--- config.mk ---
export PLATFORM = sky130hd
export DESIGN_NAME = dyn_branch_predictor
export DESIGN_NICKNAME = d
export VERILOG_FILES = /design/src/bp_pkg.sv /design/src/bp_ctrl.sv /design/src/dyn_branch_predictor.sv /design/src/pred_table.sv /design/src/redirect_unit.sv
export SDC_FILE = /design/constraint.sdc
export NUM_CORES = 1
export LEC_CHECK = 0
export BUFFER_PORTS_ARGS = -buffer_cell sky130_fd_sc_hd__buf_2
export CORE_MARGIN = 5
export CORE_UTILIZATION = 40
export DETAILED_ROUTE_END_ITERATION = 7
export HOLD_SLACK_MARGIN = 0.08
export MAX_ROUTING_LAYER = met4
export PLACE_DENSITY = 0.69
export SLEW_MARGIN = 20
export SYNTH_ARGS = -nofsm -noshare
export SYNTH_HDL_FRONTEND = slang
export SYNTH_HIERARCHICAL = 1
export SYNTH_SLANG_ARGS = --single-unit
export TNS_END_PERCENT = 100
--- constraint.sdc ---
create_clock -name clk -period 2.75 [get_ports clk]
set_input_delay 0.275 -clock clk [delete_from_list [all_inputs] [get_ports clk]]
set_output_delay 0.275 -clock clk [all_outputs]
set_load 0.01 [all_outputs]
--- src/bp_pkg.sv ---
// Shared definitions for the dynamic branch predictor
// Widths, table geometry, PC and index types
// 2-bit saturating counter encoding and table reset values

package bp_pkg;

  ////////////////////////////////////////////////////////////
  // Geometry
  ////////////////////////////////////////////////////////////
  localparam int unsigned PC_W        = 16;            // Instruction address width
  localparam int unsigned IDX_W       = 3;             // Table index width
  localparam int unsigned IDX_LSB     = 1;             // Halfword aligned, skip bit 0
  localparam int unsigned TABLE_DEPTH = 1 << IDX_W;    // 8 entries
  localparam int unsigned INSTR_BYTES = 2;             // Fall-through increment

  ////////////////////////////////////////////////////////////
  // Types
  ////////////////////////////////////////////////////////////
  typedef logic [PC_W-1:0]  pc_t;                      // PC or branch target
  typedef logic [IDX_W-1:0] idx_t;                     // BHT / BTB index

  // 2-bit saturating direction counter
  // Upper bit set means predict taken
  typedef enum logic [1:0] {
    strong_nt = 2'd0,
    weak_nt   = 2'd1,
    weak_t    = 2'd2,
    strong_t  = 2'd3
  } ctr_t;

  ////////////////////////////////////////////////////////////
  // Reset values
  ////////////////////////////////////////////////////////////
  localparam ctr_t CTR_RESET = strong_nt;              // Cold BHT predicts not taken
  localparam pc_t  PC_RESET  = '0;                     // Cold BTB target

endpackage

--- src/bp_ctrl.sv ---
// Control for the dynamic branch predictor
// Fetch index extraction and enable gating of the lookup outputs
// Lookup register holding PC, counter and target for resolution
// Training write enables and saturating counter next state

`timescale 1ns/1ps

module bp_ctrl (
  input  logic          clk,
  input  logic          rst,                          // Sync, active high
  input  logic          enable,                       // Predictor active this cycle

  // Fetch side
  input  bp_pkg::pc_t   pc_curr,                      // PC being fetched
  input  bp_pkg::ctr_t  bht_rd,                       // BHT entry at rd_idx
  input  bp_pkg::pc_t   btb_rd,                       // BTB entry at rd_idx

  // Decode side, about the registered lookup
  input  logic          was_branch,                   // Resolved instr is a branch
  input  logic          actual_taken,                 // Resolved direction
  input  bp_pkg::pc_t   actual_target,                // Resolved target

  // Table read index
  output bp_pkg::idx_t  rd_idx,

  // Prediction to fetch
  output bp_pkg::ctr_t  prediction,                   // Zero when disabled
  output bp_pkg::pc_t   predicted_target,             // Zero when disabled

  // Registered lookup
  output logic          lu_valid,                     // Lookup awaiting resolution
  output bp_pkg::pc_t   lu_pc,
  output bp_pkg::ctr_t  lu_ctr,
  output bp_pkg::pc_t   lu_target,

  // Table write side
  output logic          bht_we,
  output logic          btb_we,
  output bp_pkg::idx_t  wr_idx,                       // Shared by BHT and BTB
  output bp_pkg::ctr_t  bht_wdata                     // Next counter state
);

  import bp_pkg::*;

  logic train;                                         // Resolved branch this cycle
  ctr_t ctr_next;                                      // Counter after this outcome

  ////////////////////////////////////////////////////////////
  // Lookup path
  ////////////////////////////////////////////////////////////
  // Halfword instructions, so PC bit 0 is never part of the index
  assign rd_idx = pc_curr[IDX_LSB +: IDX_W];

  // Outputs forced to zero while the predictor is idle
  assign prediction       = enable ? bht_rd : strong_nt;
  assign predicted_target = enable ? btb_rd : PC_RESET;

  ////////////////////////////////////////////////////////////
  // Lookup register
  ////////////////////////////////////////////////////////////
  // Valid flag follows enable with one cycle of delay
  always_ff @(posedge clk) begin
    if (rst) begin
      lu_valid <= 1'b0;
    end else begin
      lu_valid <= enable;                              // Cleared by an idle cycle
    end
  end

  // Payload captured on every active lookup
  // Raw table reads are kept, matching what fetch was given
  always_ff @(posedge clk) begin
    if (enable) begin
      lu_pc     <= pc_curr;                            // For index and fall-through
      lu_ctr    <= bht_rd;                             // Direction used at fetch
      lu_target <= btb_rd;                             // Target used at fetch
    end
  end

  ////////////////////////////////////////////////////////////
  // Training
  ////////////////////////////////////////////////////////////
  // Only branches train, and only against a live lookup
  assign train = lu_valid & was_branch;

  assign bht_we = train;                               // Counter moves on every branch
  assign btb_we = train & actual_taken;                // Target only learned when taken

  // Write goes back to the entry the lookup read from
  assign wr_idx = lu_pc[IDX_LSB +: IDX_W];

  // Saturating 2-bit counter
  // Taken steps toward strong_t, not taken toward strong_nt
  always_comb begin
    ctr_next = lu_ctr;                                 // Hold by default
    case (lu_ctr)
      strong_nt: begin
        ctr_next = actual_taken ? weak_nt : strong_nt; // Saturate low
      end
      weak_nt: begin
        ctr_next = actual_taken ? weak_t : strong_nt;
      end
      weak_t: begin
        ctr_next = actual_taken ? strong_t : weak_nt;
      end
      strong_t: begin
        ctr_next = actual_taken ? strong_t : weak_t;   // Saturate high
      end
      default: begin
        ctr_next = CTR_RESET;
      end
    endcase
  end

  assign bht_wdata = ctr_next;

  // BTB write data is actual_target, wired straight from decode at the top

endmodule

--- src/dyn_branch_predictor.sv ---
// Dynamic branch predictor top level
// BHT and BTB tables, lookup and training control, redirect unit
// Lookup in the fetch cycle, resolution and training one cycle later

`timescale 1ns/1ps

module dyn_branch_predictor (
  input  logic         clk,
  input  logic         rst,                           // Sync, active high
  input  logic         enable,                        // Predictor active

  // Fetch
  input  bp_pkg::pc_t  pc_curr,                       // PC being fetched

  // Decode resolution of the previous lookup
  input  logic         was_branch,
  input  logic         actual_taken,
  input  bp_pkg::pc_t  actual_target,

  // Prediction to fetch
  output bp_pkg::ctr_t prediction,
  output bp_pkg::pc_t  predicted_target,

  // Redirect to fetch
  output logic         mispredict,
  output bp_pkg::pc_t  redirect_pc
);

  import bp_pkg::*;

  ////////////////////////////////////////////////////////////
  // Internal wires
  ////////////////////////////////////////////////////////////
  idx_t rd_idx;                                        // Fetch index into both tables
  ctr_t bht_rd;
  pc_t  btb_rd;

  logic lu_valid;                                      // Registered lookup
  pc_t  lu_pc;
  ctr_t lu_ctr;
  pc_t  lu_target;

  logic bht_we;                                        // Training writes
  logic btb_we;
  idx_t wr_idx;
  ctr_t bht_wdata;

  ////////////////////////////////////////////////////////////
  // Tables
  ////////////////////////////////////////////////////////////
  // Branch history table, direction counters
  pred_table #(
    .entry_t   (ctr_t),
    .RESET_VAL (CTR_RESET)
  ) i_bht (
    .clk     (clk),
    .rst     (rst),
    .rd_idx  (rd_idx),
    .rd_data (bht_rd),
    .wr_en   (bht_we),
    .wr_idx  (wr_idx),
    .wr_data (bht_wdata)
  );

  // Branch target buffer, last taken target per index
  pred_table #(
    .entry_t   (pc_t),
    .RESET_VAL (PC_RESET)
  ) i_btb (
    .clk     (clk),
    .rst     (rst),
    .rd_idx  (rd_idx),
    .rd_data (btb_rd),
    .wr_en   (btb_we),
    .wr_idx  (wr_idx),
    .wr_data (actual_target)                           // Straight from decode
  );

  ////////////////////////////////////////////////////////////
  // Control and redirect
  ////////////////////////////////////////////////////////////
  bp_ctrl i_ctrl (
    .clk              (clk),
    .rst              (rst),
    .enable           (enable),
    .pc_curr          (pc_curr),
    .bht_rd           (bht_rd),
    .btb_rd           (btb_rd),
    .was_branch       (was_branch),
    .actual_taken     (actual_taken),
    .actual_target    (actual_target),
    .rd_idx           (rd_idx),
    .prediction       (prediction),
    .predicted_target (predicted_target),
    .lu_valid         (lu_valid),
    .lu_pc            (lu_pc),
    .lu_ctr           (lu_ctr),
    .lu_target        (lu_target),
    .bht_we           (bht_we),
    .btb_we           (btb_we),
    .wr_idx           (wr_idx),
    .bht_wdata        (bht_wdata)
  );

  redirect_unit i_redirect (
    .lu_valid      (lu_valid),
    .lu_pc         (lu_pc),
    .lu_ctr        (lu_ctr),
    .lu_target     (lu_target),
    .was_branch    (was_branch),
    .actual_taken  (actual_taken),
    .actual_target (actual_target),
    .mispredict    (mispredict),
    .redirect_pc   (redirect_pc)
  );

endmodule

--- src/pred_table.sv ---
// Indexed prediction table, payload chosen by a type parameter
// Asynchronous read port, one synchronous write port
// All entries return to RESET_VAL on reset
// Used as the BHT (ctr_t) and as the BTB (pc_t)

`timescale 1ns/1ps

module pred_table #(
  parameter type    entry_t   = logic [1:0],           // Payload type of one entry
  parameter entry_t RESET_VAL = entry_t'(0)            // Value of every entry after reset
) (
  input  logic         clk,
  input  logic         rst,                           // Sync, active high

  // Read port, fetch side
  input  bp_pkg::idx_t rd_idx,                        // Index from current PC
  output entry_t       rd_data,                       // Entry at rd_idx, same cycle

  // Write port, training side
  input  logic         wr_en,                         // Commit wr_data at next edge
  input  bp_pkg::idx_t wr_idx,                        // Index of resolved lookup
  input  entry_t       wr_data                        // New entry value
);

  import bp_pkg::*;

  ////////////////////////////////////////////////////////////
  // Storage
  ////////////////////////////////////////////////////////////
  entry_t mem [TABLE_DEPTH];                           // One entry per index

  // Write port
  // A write lands at the edge, so a read of the same entry
  // in the write cycle still sees the old contents
  always_ff @(posedge clk) begin
    if (rst) begin
      for (int i = 0; i < TABLE_DEPTH; i++) begin
        mem[i] <= RESET_VAL;                           // Clear whole table
      end
    end else if (wr_en) begin
      mem[wr_idx] <= wr_data;                          // Single entry update
    end
  end

  ////////////////////////////////////////////////////////////
  // Read port
  ////////////////////////////////////////////////////////////
  // Combinational lookup, no bypass from the write port
  assign rd_data = mem[rd_idx];

endmodule

--- src/redirect_unit.sv ---
// Misprediction detection for the registered lookup
// Direction compare, taken-target compare and non-branch case
// Redirect PC select between resolved target and fall-through

`timescale 1ns/1ps

module redirect_unit (
  // Registered lookup
  input  logic         lu_valid,                      // Lookup awaiting resolution
  input  bp_pkg::pc_t  lu_pc,                         // PC of that lookup
  input  bp_pkg::ctr_t lu_ctr,                        // Counter given to fetch
  input  bp_pkg::pc_t  lu_target,                     // Target given to fetch

  // Resolution from decode
  input  logic         was_branch,
  input  logic         actual_taken,
  input  bp_pkg::pc_t  actual_target,

  // Front-end redirect
  output logic         mispredict,                    // Fetch went the wrong way
  output bp_pkg::pc_t  redirect_pc                    // Correct next PC, zero otherwise
);

  import bp_pkg::*;

  logic pred_taken;                                    // Direction fetch followed
  logic dir_wrong;                                     // Direction mismatch
  logic tgt_wrong;                                     // Taken, but wrong address
  logic branch_miss;
  pc_t  fall_through;                                  // Next sequential PC
  pc_t  correct_pc;                                    // Where fetch should have gone

  ////////////////////////////////////////////////////////////
  // Compare
  ////////////////////////////////////////////////////////////
  // Upper half of the counter range predicts taken
  assign pred_taken = (lu_ctr == weak_t) || (lu_ctr == strong_t);

  assign dir_wrong   = pred_taken ^ actual_taken;
  assign tgt_wrong   = actual_taken && (lu_target != actual_target);
  assign branch_miss = dir_wrong | tgt_wrong;

  // Non-branch costs a redirect only if fetch jumped away
  always_comb begin
    mispredict = 1'b0;
    if (lu_valid) begin
      mispredict = was_branch ? branch_miss : pred_taken;
    end
  end

  ////////////////////////////////////////////////////////////
  // Redirect address
  ////////////////////////////////////////////////////////////
  assign fall_through = lu_pc + pc_t'(INSTR_BYTES);   // Wraps at the top of memory

  // Taken branch resumes at its target, anything else falls through
  assign correct_pc = (was_branch && actual_taken) ? actual_target : fall_through;

  assign redirect_pc = mispredict ? correct_pc : PC_RESET;

endmodule

# Word level (Yosys, flattened, before mapping)

Memory sizes are Yosys's and may differ from the RTL's.
Index checks and enable logic that the tools add are counted.

Input bits: 37
Word-level logic and storage cells: 46
Memories kept: 2
Register bits: 35
RAM bits: 144
Output and inout port bits: 35

Equality and inequality tests: 4
Reduce and logical (&&, ||, !) cells: 6
$add $sub $neg: 1
Bitwise logic cells: 4
Mux-type cells: 25

Memory list:

| memory    | depth | bits a word | rd ports | clocked after memory_dff | write ports | RTL line         | text |
|---|---|---|---|---|---|---|---|
| i_btb.mem | 8     | 16          | 1        | 0                        | 8           | pred_table.sv:30 | `entry_t mem [TABLE_DEPTH];` |
| i_bht.mem | 8     | 2           | 1        | 0                        | 8           | pred_table.sv:30 |  |

Operator list:

| kind                                                                  | count |
|---|---|
| 16-bit two-way mux                                                    | 4 |
| 16-bit by 2-bit adder with 16-bit output, second input constant       | 1 |
| 16-bit != test                                                        | 1 |
| 16-bit OR reduction                                                   | 1 |
| 1-bit two-way mux                                                     | 14 |
| 2-bit two-way mux                                                     | 4 |
| 2-bit one-hot mux with 4 select lines                                 | 1 |
| 3-bit two-way mux                                                     | 2 |
| 2-bit equality test, second input constant                            | 2 |
| 1-bit bitwise AND                                                     | 2 |
| 2-bit by 1-bit equality test with 1-bit output, second input constant | 1 |
| 1-bit logical AND                                                     | 2 |
| 2-bit zero test                                                       | 1 |
| 2-bit OR reduction                                                    | 1 |
| 1-bit logical OR                                                      | 1 |
| 1-bit OR                                                              | 1 |
| 1-bit bitwise XOR                                                     | 1 |

# Logic depth before layout (Yosys ltp)

Gate-level depths: netlist (run 1).

Word-level depth: 7
Mapped depth: 6
Depth with buffers taken out: 5

# Modules after synthesis

Netlist (run 1), hierarchy kept.

By module, submodules not included:

| module              | cells an instance | area each (µm²) | instances |
|---|---|---|---|
| pred_table at i_btb | 373               | 5,865.6         | 1 |
| bp_ctrl             | 66                | 1,252.5         | 1 |
| pred_table at i_bht | 58                | 795.8           | 1 |
| redirect_unit       | 101               | 700.7           | 1 |

# Worst setup path after synthesis (run 1)

Ideal clock, no wire load.

Path kind: reg-to-reg
Start point: reg i_ctrl.lu_pc[2]
End point: mem i_btb/mem[4][0] (netlist bit) (enable)
Path buffers: 4
Path slack: 138 ps
Stages on the path, launching flop included: 7
Required time: 2,358 ps
Arrival: 2,219 ps
Library setup time: 392 ps
Cell sequence: edfxtp_1 > buf_4 > or3b_1 > clkbuf_1 > buf_6 > buf_6 > o21bai_1

RTL lines:

| element                | RTL line         | text |
|---|---|---|
| start, declared        | bp_ctrl.sv:32    | `output bp_pkg::pc_t lu_pc,` |
| start signal, assigned | bp_ctrl.sv:74    | `lu_pc <= pc_curr;` |
| end, declared          | pred_table.sv:30 |  |

# Worst setup path in the final report (run 1)

Start point: reg i_ctrl.lu_target[4]
End point: out redirect_pc[11]

Cells in the longest elaborated chain, start to end: 6

Ends and longest elaborated chain:

| element                | RTL line                   | text |
|---|---|---|
| start, declared        | bp_ctrl.sv:34              | `output bp_pkg::pc_t lu_target,` |
| start signal, assigned | bp_ctrl.sv:76              | `lu_target <= btb_rd;` |
| 16-bit != test         | redirect_unit.sv:40        | `assign tgt_wrong = actual_taken && (lu_target != actual_target);` |
| 1-bit logical AND      | redirect_unit.sv:40        |  |
| 1-bit OR               | redirect_unit.sv:41        | `assign branch_miss = dir_wrong \| tgt_wrong;` |
| 1-bit two-way mux      | redirect_unit.sv:47        | `mispredict = was_branch ? branch_miss : pred_taken;` |
| 1-bit two-way mux      | redirect_unit.sv:46        | `if (lu_valid) begin` |
| 16-bit two-way mux     | redirect_unit.sv:59        | `assign redirect_pc = mispredict ? correct_pc : PC_RESET;` |
| end, declared          | dyn_branch_predictor.sv:26 | `output bp_pkg::pc_t redirect_pc` |

No other way between the ends.

==> summary.txt, run 1 <==
DR top layer - met4
Pin count of the biggest net entering global routing - 41
Start point of the critical path - i_ctrl/lu_target[4]
Clock share of power - 38.1%
Placement Setup Slack - 0.5290 ns
R2R cell count - 3
Power Dens Cells - 605.0 nW/um^2
M1 WL - 8008 um
Max Cap Violations - 0
CP max stage cell - edfxtp_1
Synthesized cell area - 8615 um^2
Final WL - 20930 um
Achievable frequency - 0.3813 GHz
Tightest Pin Transition - 0.9160 ns
VDD IR max - 0.4474 mV
Worst skew pair latency - 0.44 ns
Syn Area/Cell - 14.41 um^2
Initial antenna violation count - 0
Die area - 24570 um^2
DRT iter0 DRCs - 469
Antenna diodes - 0
Largest delay share family, worst path - buffers and inverters
Final Cycle Share - 95.37%
Critical path, cell by cell - xor2_1 -> nor4_2 -> buf_4 -> nand4_1 -> o21ai_2 -> buf_4 -> a211oi_1 -> buf_2
Proportion of layout cells with a drive suffix above 1 - 25.25%
Root buffer cell - clkbuf_16
Antenna-violating nets left - 0
Post-CTS setup repair buffer count - 0
Drt drc - 0
Initial core utilization - 40.85%
Flop2flop setup slack - 0.72 ns
Reg2reg start - i_ctrl/lu_pc[1]
DR vias/cell - 5.677
Capture point of the worst reg-to-reg path - i_btb/mem[2][8]
Arrival @ worst endpoint - 2.35 ns
Static leakage - 3.655 nW
Final cell utilization of the core - 47.47%
Met3 WL - 2001 um
CTS Buffer Depth - 2
Synth Flop Type - edfxtp_1
CP max stage delay - 0.40 ns
Chip Height - 156.8 um
Num CTS Buffers - 17
Nets - 722
Hpwl dp - 14310 um
Top cell type's share of synthesized area - 62.05%
Unrepaired setup endpoints after global routing - false
Met2 WL post-DR - 10520 um
GRT Total Usage - 17.90%
Outcome - finished, final reports clean
CP Capture Point - redirect_pc[11]
First-pass GRT wire length - 32150 um
Buf/Inv on CP - 3
Vias - 5518
Syn-to-layout area delta - 16.19%
CP Launch Type - flip-flop
Post-synth top area cell - edfxtp_1
Nature of the critical path endpoint - output port
1st-pass router iterations - 5
Synth area leaders - edfxtp_1, mux4_1, nor3_1
Logic pwr share - 9.8%
Fin crit period - 2.623 ns
Number of synthesized register bits - 179
Post-synth EDFFs - 178
Fin. max-slew vios - 0
Sequential Power Share - 52.1%
Register area share after synthesis - 62.28%
GPL Wtd Cong - 0.9194
Commonest non-fill, non-tap cell in the layout - edfxtp_1
HP Class - in -> reg
Cell count after synthesis - 598
Fin. Hold Viols - 0
Setup WS post-layout - 0.1272 ns
Syn nets - 636
Final setup violation count - 0
Setup CP Type - reg -> out
Vias in the first global route - 5682
Reg clk slew, reported paths - 0.07 ns
Post-synth ARST share - 0%
Most used cell, CP - buf_4
Switch share - 25.21%
Clock sinks - 179
Core Region - 21090 um^2
CTS tree - yes
Commonest cells after routing, fill and taps aside - edfxtp_1, nor3_1, buf_2
Worst path required time - 2.48 ns
Warnings from Yosys - 6
Port-buffer cells - 71
Clock skew - 0.01441 ns
CTS HTree Levels - 4
GRT Residual Overflow - 0
Rows - 53
# IOs - 72
Distinct cells, synth - 46
Setup TNS - 0 ns
Crit-path max FO - 17
WL/cell - 21.53 um
Slew HR - 38.78%
Chip Width - 156.8 um
P_sw - 0.001526 W
Levels on crit path - 8
Int Pwr - 0.004529 W
## synthesized netlist by cell type, types with 5 or more instances
| cell type | n |
|---|---|
| a211oi_1 | 11 |
| and2_1 | 20 |
| buf_4 | 6 |
| buf_6 | 7 |
| clkbuf_1 | 31 |
| clkinv_1 | 16 |
| edfxtp_1 | 178 |
| mux2_2 | 18 |
| mux4_1 | 31 |
| mux4_2 | 5 |
| nand2_1 | 10 |
| nand2b_1 | 5 |
| nand3_1 | 6 |
| nand4_1 | 5 |
| nor2_1 | 30 |
| nor3_1 | 130 |
| o21ai_0 | 6 |
| o21bai_1 | 8 |
| xnor2_1 | 11 |
| xor2_1 | 18 |
## metrics by stage
step | hold WS [ns] | power (W) | instance area [um^2] | cells
after floorplan | 0.3466 | 0.003551 | 8615 | 598
after detailed placement | 0.4558 | 0.003791 | 9305 | 927
after CTS | 0.2400 | 0.006086 | 10010 | 972
after global routing | 0.2405 | 0.006277 | 10010 | 972
final | 0.2607 | 0.006056 | 10010 | 972
after global placement | 0.4550 | 0.003775 | 9305 | 927
## power groups by stage
stage	combinational (W)	clock, W	sequential (W)
after CTS	0.000595	0.00233	0.00316
after global routing	0.000635	0.00248	0.00316
after detailed placement	0.000575	0	0.00322
after global placement	0.000565	0	0.00321
after floorplan	0.000356	0	0.00319
final	0.000592	0.00231	0.00316
## registers in the layout, summed over array words and instances, names as in the netlist
name and count:
i_btb/mem 128, i_bht/mem 16, i_ctrl/lu_pc 16, i_ctrl/lu_target 16, i_ctrl/lu_ctr 2, i_ctrl/lu_valid 1
## metal layers
layer  GRT usage [%]  up-vias
met3           5.144       32
met5               -        -
met1           21.65     2712
li1                -     2501
met2           29.17      273
met4           5.661        0
## how the worst min path moves through the flow
stage / endpoint / cells past startpoint / from / slack (ns)
floorplan: i_ctrl/lu_valid / 1 / rst / 0.35
global placement: i_ctrl/lu_pc[14] / 1 / pc_curr[14] / 0.46
detailed placement: i_ctrl/lu_pc[4] / 1 / pc_curr[4] / 0.46
CTS: i_ctrl/lu_pc[3] / 1 / pc_curr[3] / 0.24
global route: i_ctrl/lu_pc[3] / 1 / pc_curr[3] / 0.24
finish: i_ctrl/lu_pc[3] / 1 / pc_curr[3] / 0.26
## final cells by class
cell class              instances  area (um^2)
multi-input cells             347         2884
clock buffers                  17        425.4
clock inverters                15        142.6
well taps                     275        344.1
flip-flops and latches        179         5365
repair buffers                119        773.2
inverters                      20        75.07
fillers                      1817        11080
## cells by family (layout without fill, tap and decap cells)
| group | Yosys count | in the layout | share of synthesized area, % |
|---|---|---|---|
| AO/OA/AOI/OAI | 34 | 34 | 2.919 |
| XOR/XNOR | 29 | 29 | 2.948 |
| adder cells (fa/ha/maj) | 3 | 3 | 0.3776 |
| buffers and inverters | 72 | 171 | 4.314 |
| flip-flops | 179 | 179 | 62.28 |
| multiplexers | 54 | 54 | 13.12 |
| AND/OR/NAND/NOR | 227 | 227 | 14.05 |
## what timing repair did
action	in CTS	in global routing
hold buffers	13	0
endpoints found under the setup margin	6	0
hold endpoints to repair	13	0
resized for setup	1	0
No activity file was read; power rests on OpenSTA's default activity.
==> run 2: changes to the inputs <==
--- a/config.mk
+++ b/config.mk
@@ -11,7 +11,7 @@
 export DETAILED_ROUTE_END_ITERATION = 7
 export HOLD_SLACK_MARGIN = 0.08
 export MAX_ROUTING_LAYER = met4
-export PLACE_DENSITY = 0.69
+export PLACE_DENSITY = 0.67
 export SLEW_MARGIN = 20
 export SYNTH_ARGS = -nofsm -noshare
 export SYNTH_HDL_FRONTEND = slang
==> constraint.sdc (replaced) <==
create_clock -name clk -period 2.7 [get_ports clk]
set_input_delay 0.27 -clock clk [delete_from_list [all_inputs] [get_ports clk]]
set_output_delay 0.27 -clock clk [all_outputs]
set_load 0.01 [all_outputs]
==> summary.txt, run 2 (synthesis gave the netlist of run 1 again) <==
Outcome - finished, final reports clean (unchanged)
Antenna diodes - 0 (unchanged)
Clock share of power - 38.6% (was 38.1%)
Max FFs per register - 128 (unchanged)
Port-buffer cells - 71 (unchanged)
Setup CP Type - reg -> out (unchanged)
CP max stage delay - 0.38 ns (was 0.40 ns)
P_sw - 0.001584 W (was 0.001526 W)
CTS HTree Levels - 4 (unchanged)
Fin. Hold Viols - 0 (unchanged)
Slew HR - 51.04% (was 38.78%)
Final WL - 20750 um (was 20930 um)
VDD IR max - 0.5607 mV (was 0.4474 mV)
Vias in the first global route - 5573 (was 5682)
Top reg by flops - i_btb/mem (unchanged)
Hold Crit Start - rst (was pc_curr[3])
Initial core utilization - 40.85% (unchanged)
DR vias/cell - 5.622 (was 5.677)
Setup TNS - 0 ns (unchanged)
Num CTS Buffers - 17 (unchanged)
Fin crit period - 2.585 ns
Clock skew - 0.008944 ns (was 0.01441 ns)
Tightest Pin Transition - 0.7321 ns (was 0.9160 ns)
Fin cells - 978 (was 972)
Reg2reg start - i_ctrl/lu_pc[1] (unchanged)
Die area - 24570 um^2 (unchanged)
Commonest cells after routing, fill and taps aside - edfxtp_1, nor3_1, buf_2 (unchanged)
1st-pass router iterations - 5 (unchanged)
R2R cell count - 4 (was 3)
Cell Area, Placed - 9313 um^2 (was 9305 um^2)
Drt drc - 0 (unchanged)
Most used cell, CP - buf_4 (unchanged)
Achievable frequency - 0.3869 GHz
Met1 Use GR - 21.41% (was 21.65%)
Nature of the critical path endpoint - output port (unchanged)
CP max stage cell - edfxtp_1 (unchanged)
Int Pwr - 0.004638 W (was 0.004529 W)
GPL Wtd Cong - 0.9518 (was 0.9194)
Busiest grt layer - met2 (unchanged)
Chip Height - 156.8 um (unchanged)
Fin. max-slew vios - 0 (unchanged)
Met3 usage - 3.650% (was 5.144%)
GRT Residual Overflow - 0 (unchanged)
Logic pwr share - 9.9% (was 9.8%)
Vias - 5498 (was 5518)
DRT iter0 DRCs - 432 (was 469)
Static leakage - 3.698 nW (was 3.655 nW)
Crit-path max FO - 17 (unchanged)
Final setup violation count - 0 (unchanged)
Reg clk slew, reported paths - 0.07 ns (about the same)
Nets - 728 (was 722)
WL/cell - 21.22 um (was 21.53 um)
Commonest non-fill, non-tap cell in the layout - edfxtp_1 (unchanged)
Fill count - 1801 (was 1817)
Arrival @ worst endpoint - 2.31 ns (was 2.35 ns)
Largest delay share family, worst path - buffers and inverters (unchanged)
Final Cycle Share - 95.73%
CP Launch Type - flip-flop (unchanged)
Proportion of layout cells with a drive suffix above 1 - 26.03% (was 25.25%)
CTS Buffer Depth - 2 (unchanged)
Root buffer cell - clkbuf_16 (unchanged)
Inst Count DP - 928 (was 927)
Worst skew pair latency - 0.43 ns (was 0.44 ns)
Core Region - 21090 um^2 (unchanged)
Hold path cells - 2 (was 1)
Met2 Resource Use GR - 30.25% (was 29.17%)
Hpwl dp - 14260 um (was 14310 um)
Critical path, cell by cell - xor2_1 -> nor4_2 -> buf_4 -> nand4_1 -> o21ai_2 -> buf_4 -> a211oi_1 -> buf_2 (unchanged)
Sequential Power Share - 51.6% (was 52.1%)
Buf/Inv on CP - 3 (unchanged)
Clock sinks - 179 (unchanged)
Worst path required time - 2.43 ns (was 2.48 ns)
Levels on crit path - 8 (unchanged)
First-pass GRT wire length - 32030 um (was 32150 um)
Start point of the critical path - i_ctrl/lu_target[4] (unchanged)
HP Class - in -> reg (unchanged)
GRT Total Usage - 17.58% (was 17.90%)
Fin area - 10080 um^2 (was 10010 um^2)
Power Dens Cells - 617.5 nW/um^2 (was 605.0 nW/um^2)
Antenna-violating nets left - 0 (unchanged)
Chip Width - 156.8 um (unchanged)
Pin count of the biggest net entering global routing - 38 (was 41)
# IOs - 72 (unchanged)
Syn-to-layout area delta - 16.96% (was 16.19%)
Max Cap Violations - 0 (unchanged)
Switch share - 25.45% (was 25.21%)
Unrepaired setup endpoints after global routing - false (unchanged)
Final Power - 0.006221 W (was 0.006056 W)
Rows - 53 (unchanged)
CTS tree - yes (unchanged)
Initial antenna violation count - 0 (unchanged)
-- run 2: changes by cell type in the layout (fill, tap and decap cells not counted) --
cell / delta
buf_4: +6
inv_6: +4
clkinv_4: -3
clkinv_8: +2
clkinvlp_4: -2
inv_8: -1
nor4_1: -1
nor4_2: +1
-- run 2: timing repair --
action                                  in CTS  in global routing
buffers inserted                             0                  5
hold buffers                                13                  0
endpoints found under the hold margin       13                  0
resized for setup                            0                  2
endpoints found under the setup margin       0                 10
-- run 2: power by group through the flow --
stage	registers [W]	clock network, W	logic, W
2_1_floorplan	0.00325	0	0.000363
3_3_place_gp	0.00327	0	0.000572
3_5_place_dp	0.00327	0	0.000584
4_1_cts	0.00321	0.00243	0.000601
5_1_grt	0.00322	0.00257	0.000655
6_report	0.00321	0.00240	0.000613
-- run 2: area by class of cell --
cell class | instances | area, um^2 | area share (%)
sequential | 179 | 5365 | 53.25
timing repair buffer | 125 | 818.3 | 8.121
inverter | 20 | 75.07 | 0.7451
tap | 275 | 344.1 | 3.415
clock inverter | 15 | 157.7 | 1.565
multi-input combinational | 347 | 2890 | 28.68
clock buffer | 17 | 425.4 | 4.222
-- run 2: final timing paths --
check | to | slack (ns)
hold / removal | i_ctrl/lu_valid | 0.22
setup / recovery | redirect_pc[11] | 0.12
setup reg to reg | i_btb/mem[2][4] | 0.58
hold reg to reg | i_ctrl/lu_target[6] | 0.77
-- run 2: layer usage --
layer	share of wire, %	vias to the layer above
met5	0	-
met1	40	2764
met4	1.5	0
li1	-	2508
met3	6.3	30
met2	52	196
-- run 2: through the flow --
step / util (%) / hold slack [ns] / worst slack [ns]
CTS: 47.54 / 0.2105 / 0.01998
floorplan: - / 0.3416 / 0.08823
global placement: 44.16 / 0.4510 / 0.4757
global route: 47.78 / 0.2476 / 0.002336
detailed placement: 44.16 / 0.4496 / 0.4475
finish: 47.78 / 0.2207 / 0.1153
==> run 3: changes to the inputs <==
--- a/config.mk
+++ b/config.mk
@@ -6,12 +6,15 @@
 export NUM_CORES = 1
 export LEC_CHECK = 0
 export BUFFER_PORTS_ARGS = -buffer_cell sky130_fd_sc_hd__buf_2
+export CAP_MARGIN = 10
+export CELL_PAD_IN_SITES_DETAIL_PLACEMENT = 1
+export CELL_PAD_IN_SITES_GLOBAL_PLACEMENT = 2
 export CORE_MARGIN = 5
-export CORE_UTILIZATION = 40
+export CORE_UTILIZATION = 43
 export DETAILED_ROUTE_END_ITERATION = 7
 export HOLD_SLACK_MARGIN = 0.08
 export MAX_ROUTING_LAYER = met4
-export PLACE_DENSITY = 0.67
+export PLACE_DENSITY = 0.9
 export SLEW_MARGIN = 20
 export SYNTH_ARGS = -nofsm -noshare
 export SYNTH_HDL_FRONTEND = slang
==> summary.txt, run 3 (synthesis gave the netlist of run 1 again) <==
Outcome - finished, final reports clean (unchanged)
Static leakage - 3.656 nW (was 3.698 nW)
Final cell utilization of the core - 51.03% (was 47.78%)
Final WL - 24610 um (was 20750 um)
CTS tree - yes (unchanged)
Final setup violation count - 0 (unchanged)
Unrepaired setup endpoints after global routing - false (unchanged)
DRT iter0 DRCs - 475 (was 432)
Cell Area, Placed - 9278 um^2 (was 9313 um^2)
Final Power - 0.006313 W (was 0.006221 W)
Drt drc - 0 (unchanged)
Worst skew pair latency - 0.43 ns (about the same)
Max FFs per register - 128 (unchanged)
Proportion of layout cells with a drive suffix above 1 - 24.60% (was 26.03%)
Capture point of the worst reg-to-reg path - i_btb/mem[4][14] (was i_btb/mem[2][4])
Pin count of the biggest net entering global routing - 41 (was 38)
1st-pass router iterations - 5 (unchanged)
Final Cycle Share - 92.63% (was 95.73%)
Hold path cells - 2 (unchanged)
CTS HTree Levels - 4 (unchanged)
Reg2reg start - i_ctrl/lu_valid (was i_ctrl/lu_pc[1])
Antenna diodes - 0 (unchanged)
Commonest cells after routing, fill and taps aside - edfxtp_1, nor3_1, buf_2 (unchanged)
Die area - 22960 um^2 (was 24570 um^2)
Clock skew - 0.01098 ns (was 0.008944 ns)
DR vias/cell - 5.945 (was 5.622)
CTS Buffer Depth - 2 (unchanged)
WL/cell - 25.64 um (was 21.22 um)
Num CTS Buffers - 17 (unchanged)
Fin area - 9997 um^2 (was 10080 um^2)
First-pass GRT wire length - 37410 um (was 32030 um)
Vias in the first global route - 6133 (was 5573)
Fin crit period - 2.501 ns (was 2.585 ns)
Clock sinks - 179 (unchanged)
Worst path required time - 2.43 ns (about the same)
Nets - 720 (was 728)
# IOs - 72 (unchanged)
Fin. Hold Viols - 0 (unchanged)
Antenna-violating nets left - 0 (unchanged)
Flop2flop setup slack - 0.74 ns (was 0.58 ns)
CP Launch Type - flip-flop (unchanged)
Port-buffer cells - 71 (unchanged)
Power Dens Cells - 631.4 nW/um^2 (was 617.5 nW/um^2)
VDD IR max - 0.4466 mV (was 0.5607 mV)
Chip Height - 151.5 um (was 156.8 um)
Hold Crit Start - rst (unchanged)
Vias - 5707 (was 5498)
Core Region - 19590 um^2 (was 21090 um^2)
Crit-path max FO - 17 (unchanged)
Initial core utilization - 43.97% (was 40.85%)
Setup CP Type - reg -> out (unchanged)
Setup TNS - 0 ns (unchanged)
GPL Wtd Cong - 0.7772 (was 0.9518)
Hpwl dp - 16120 um (was 14260 um)
Rows - 51 (was 53)
Root buffer cell - clkbuf_16 (unchanged)
Reg clk slew, reported paths - 0.06 ns (was 0.07 ns)
Chip Width - 151.5 um (was 156.8 um)
Initial antenna violation count - 0 (unchanged)
GRT Residual Overflow - 0 (unchanged)
Tightest Pin Transition - 0.9448 ns (was 0.7321 ns)
Hold path endpoint - i_ctrl/lu_valid (unchanged)
Nature of the critical path endpoint - output port (unchanged)
Slew HR - 36.86% (was 51.04%)
Fin. max-slew vios - 0 (unchanged)
Syn-to-layout area delta - 16.05% (was 16.96%)
Commonest non-fill, non-tap cell in the layout - edfxtp_1 (unchanged)
Achievable frequency - 0.3998 GHz (was 0.3869 GHz)
Arrival @ worst endpoint - 2.23 ns (was 2.31 ns)
R2R cell count - 4 (unchanged)
Max Cap Violations - 0 (unchanged)
GRT Total Usage - 22.73% (was 17.58%)
Top reg by flops - i_btb/mem (unchanged)
HP Class - in -> reg (unchanged)
-- run 3: cell types whose count changed in the layout (fill, tap and decap cells not counted) --
cell,change
nor4_2,-1
inv_8,-2
buf_4,-8
nor4_1,+1
clkinv_8,-3
bufinv_16,+2
inv_6,-4
clkinv_1,+2
clkbuf_1,+1
clkinv_4,+4
-- run 3: worst max-delay path by stage --
stage	slack, ns	endpoint	startpoint	cells past startpoint
floorplan	0.09	i_btb/mem[4][0]	i_ctrl/lu_pc[2]	6
global placement	0.55	predicted_target[8]	pc_curr[1]	6
detailed placement	0.49	predicted_target[10]	pc_curr[1]	6
CTS	0.06	redirect_pc[3]	i_ctrl/lu_target[8]	7
global route	0.09	redirect_pc[10]	i_ctrl/lu_pc[3]	6
finish	0.20	redirect_pc[9]	i_ctrl/lu_target[1]	7
-- run 3: area by class of cell --
cell class | instances | area [um^2]
repair buffers | 117 | 758.2
multi-input cells | 347 | 2884
clock inverters | 14 | 153.9
flip-flops and latches | 179 | 5365
inverters | 20 | 75.07
well taps | 265 | 331.6
fillers | 1962 | 9593
clock buffers | 18 | 429.2
-- run 3: per-stage QoR --
stage | cells | hold slack (ns) | worst slack (ns)
3_3_place_gp | 915 | 0.4506 | 0.5453
3_5_place_dp | 915 | 0.4517 | 0.4914
4_1_cts | 960 | 0.2281 | 0.06065
6_report | 960 | 0.2581 | 0.1989
2_1_floorplan | 598 | 0.3416 | 0.08823
5_1_grt | 960 | 0.2471 | 0.08920
-- run 3: worst max-delay path, stage by stage (launching register included) --
cell      delay (ns)
edfxtp_1        0.40
xor2_1          0.18
nor4_1          0.37
nand4_1         0.16
o21ai_2         0.15
buf_4           0.25
a211oi_1        0.08
buf_2           0.20
-- run 3: metal layers --
| layer | up-vias | share of wire [%] | GRT usage (%) |
|---|---|---|---|
| met3 | 36 | 6.8 | 4.462 |
| met2 | 247 | 52 | 38.99 |
| met1 | 2930 | 39 | 27.53 |
| li1 | 2494 | - | - |
| met5 | - | 0 | - |
| met4 | 0 | 1.9 | 6.559 |
-- run 3: what timing repair did --
item | CTS | global route
endpoints found under the setup margin | 0 | 3
hold buffers | 13 | 0
hold endpoints to repair | 13 | 0
buffers inserted | 0 | 0
gates resized for setup | 0 | 1
-- run 3: power breakdown --
group / leakage, nW / total, W / switching, W / internal (W)
Clock: 0.286 / 0.00246 / 0.00109 / 0.00138
Combinational: 1.48 / 0.000632 / 0.000401 / 0.000231
Sequential: 1.89 / 0.00322 / 0.0000562 / 0.00316
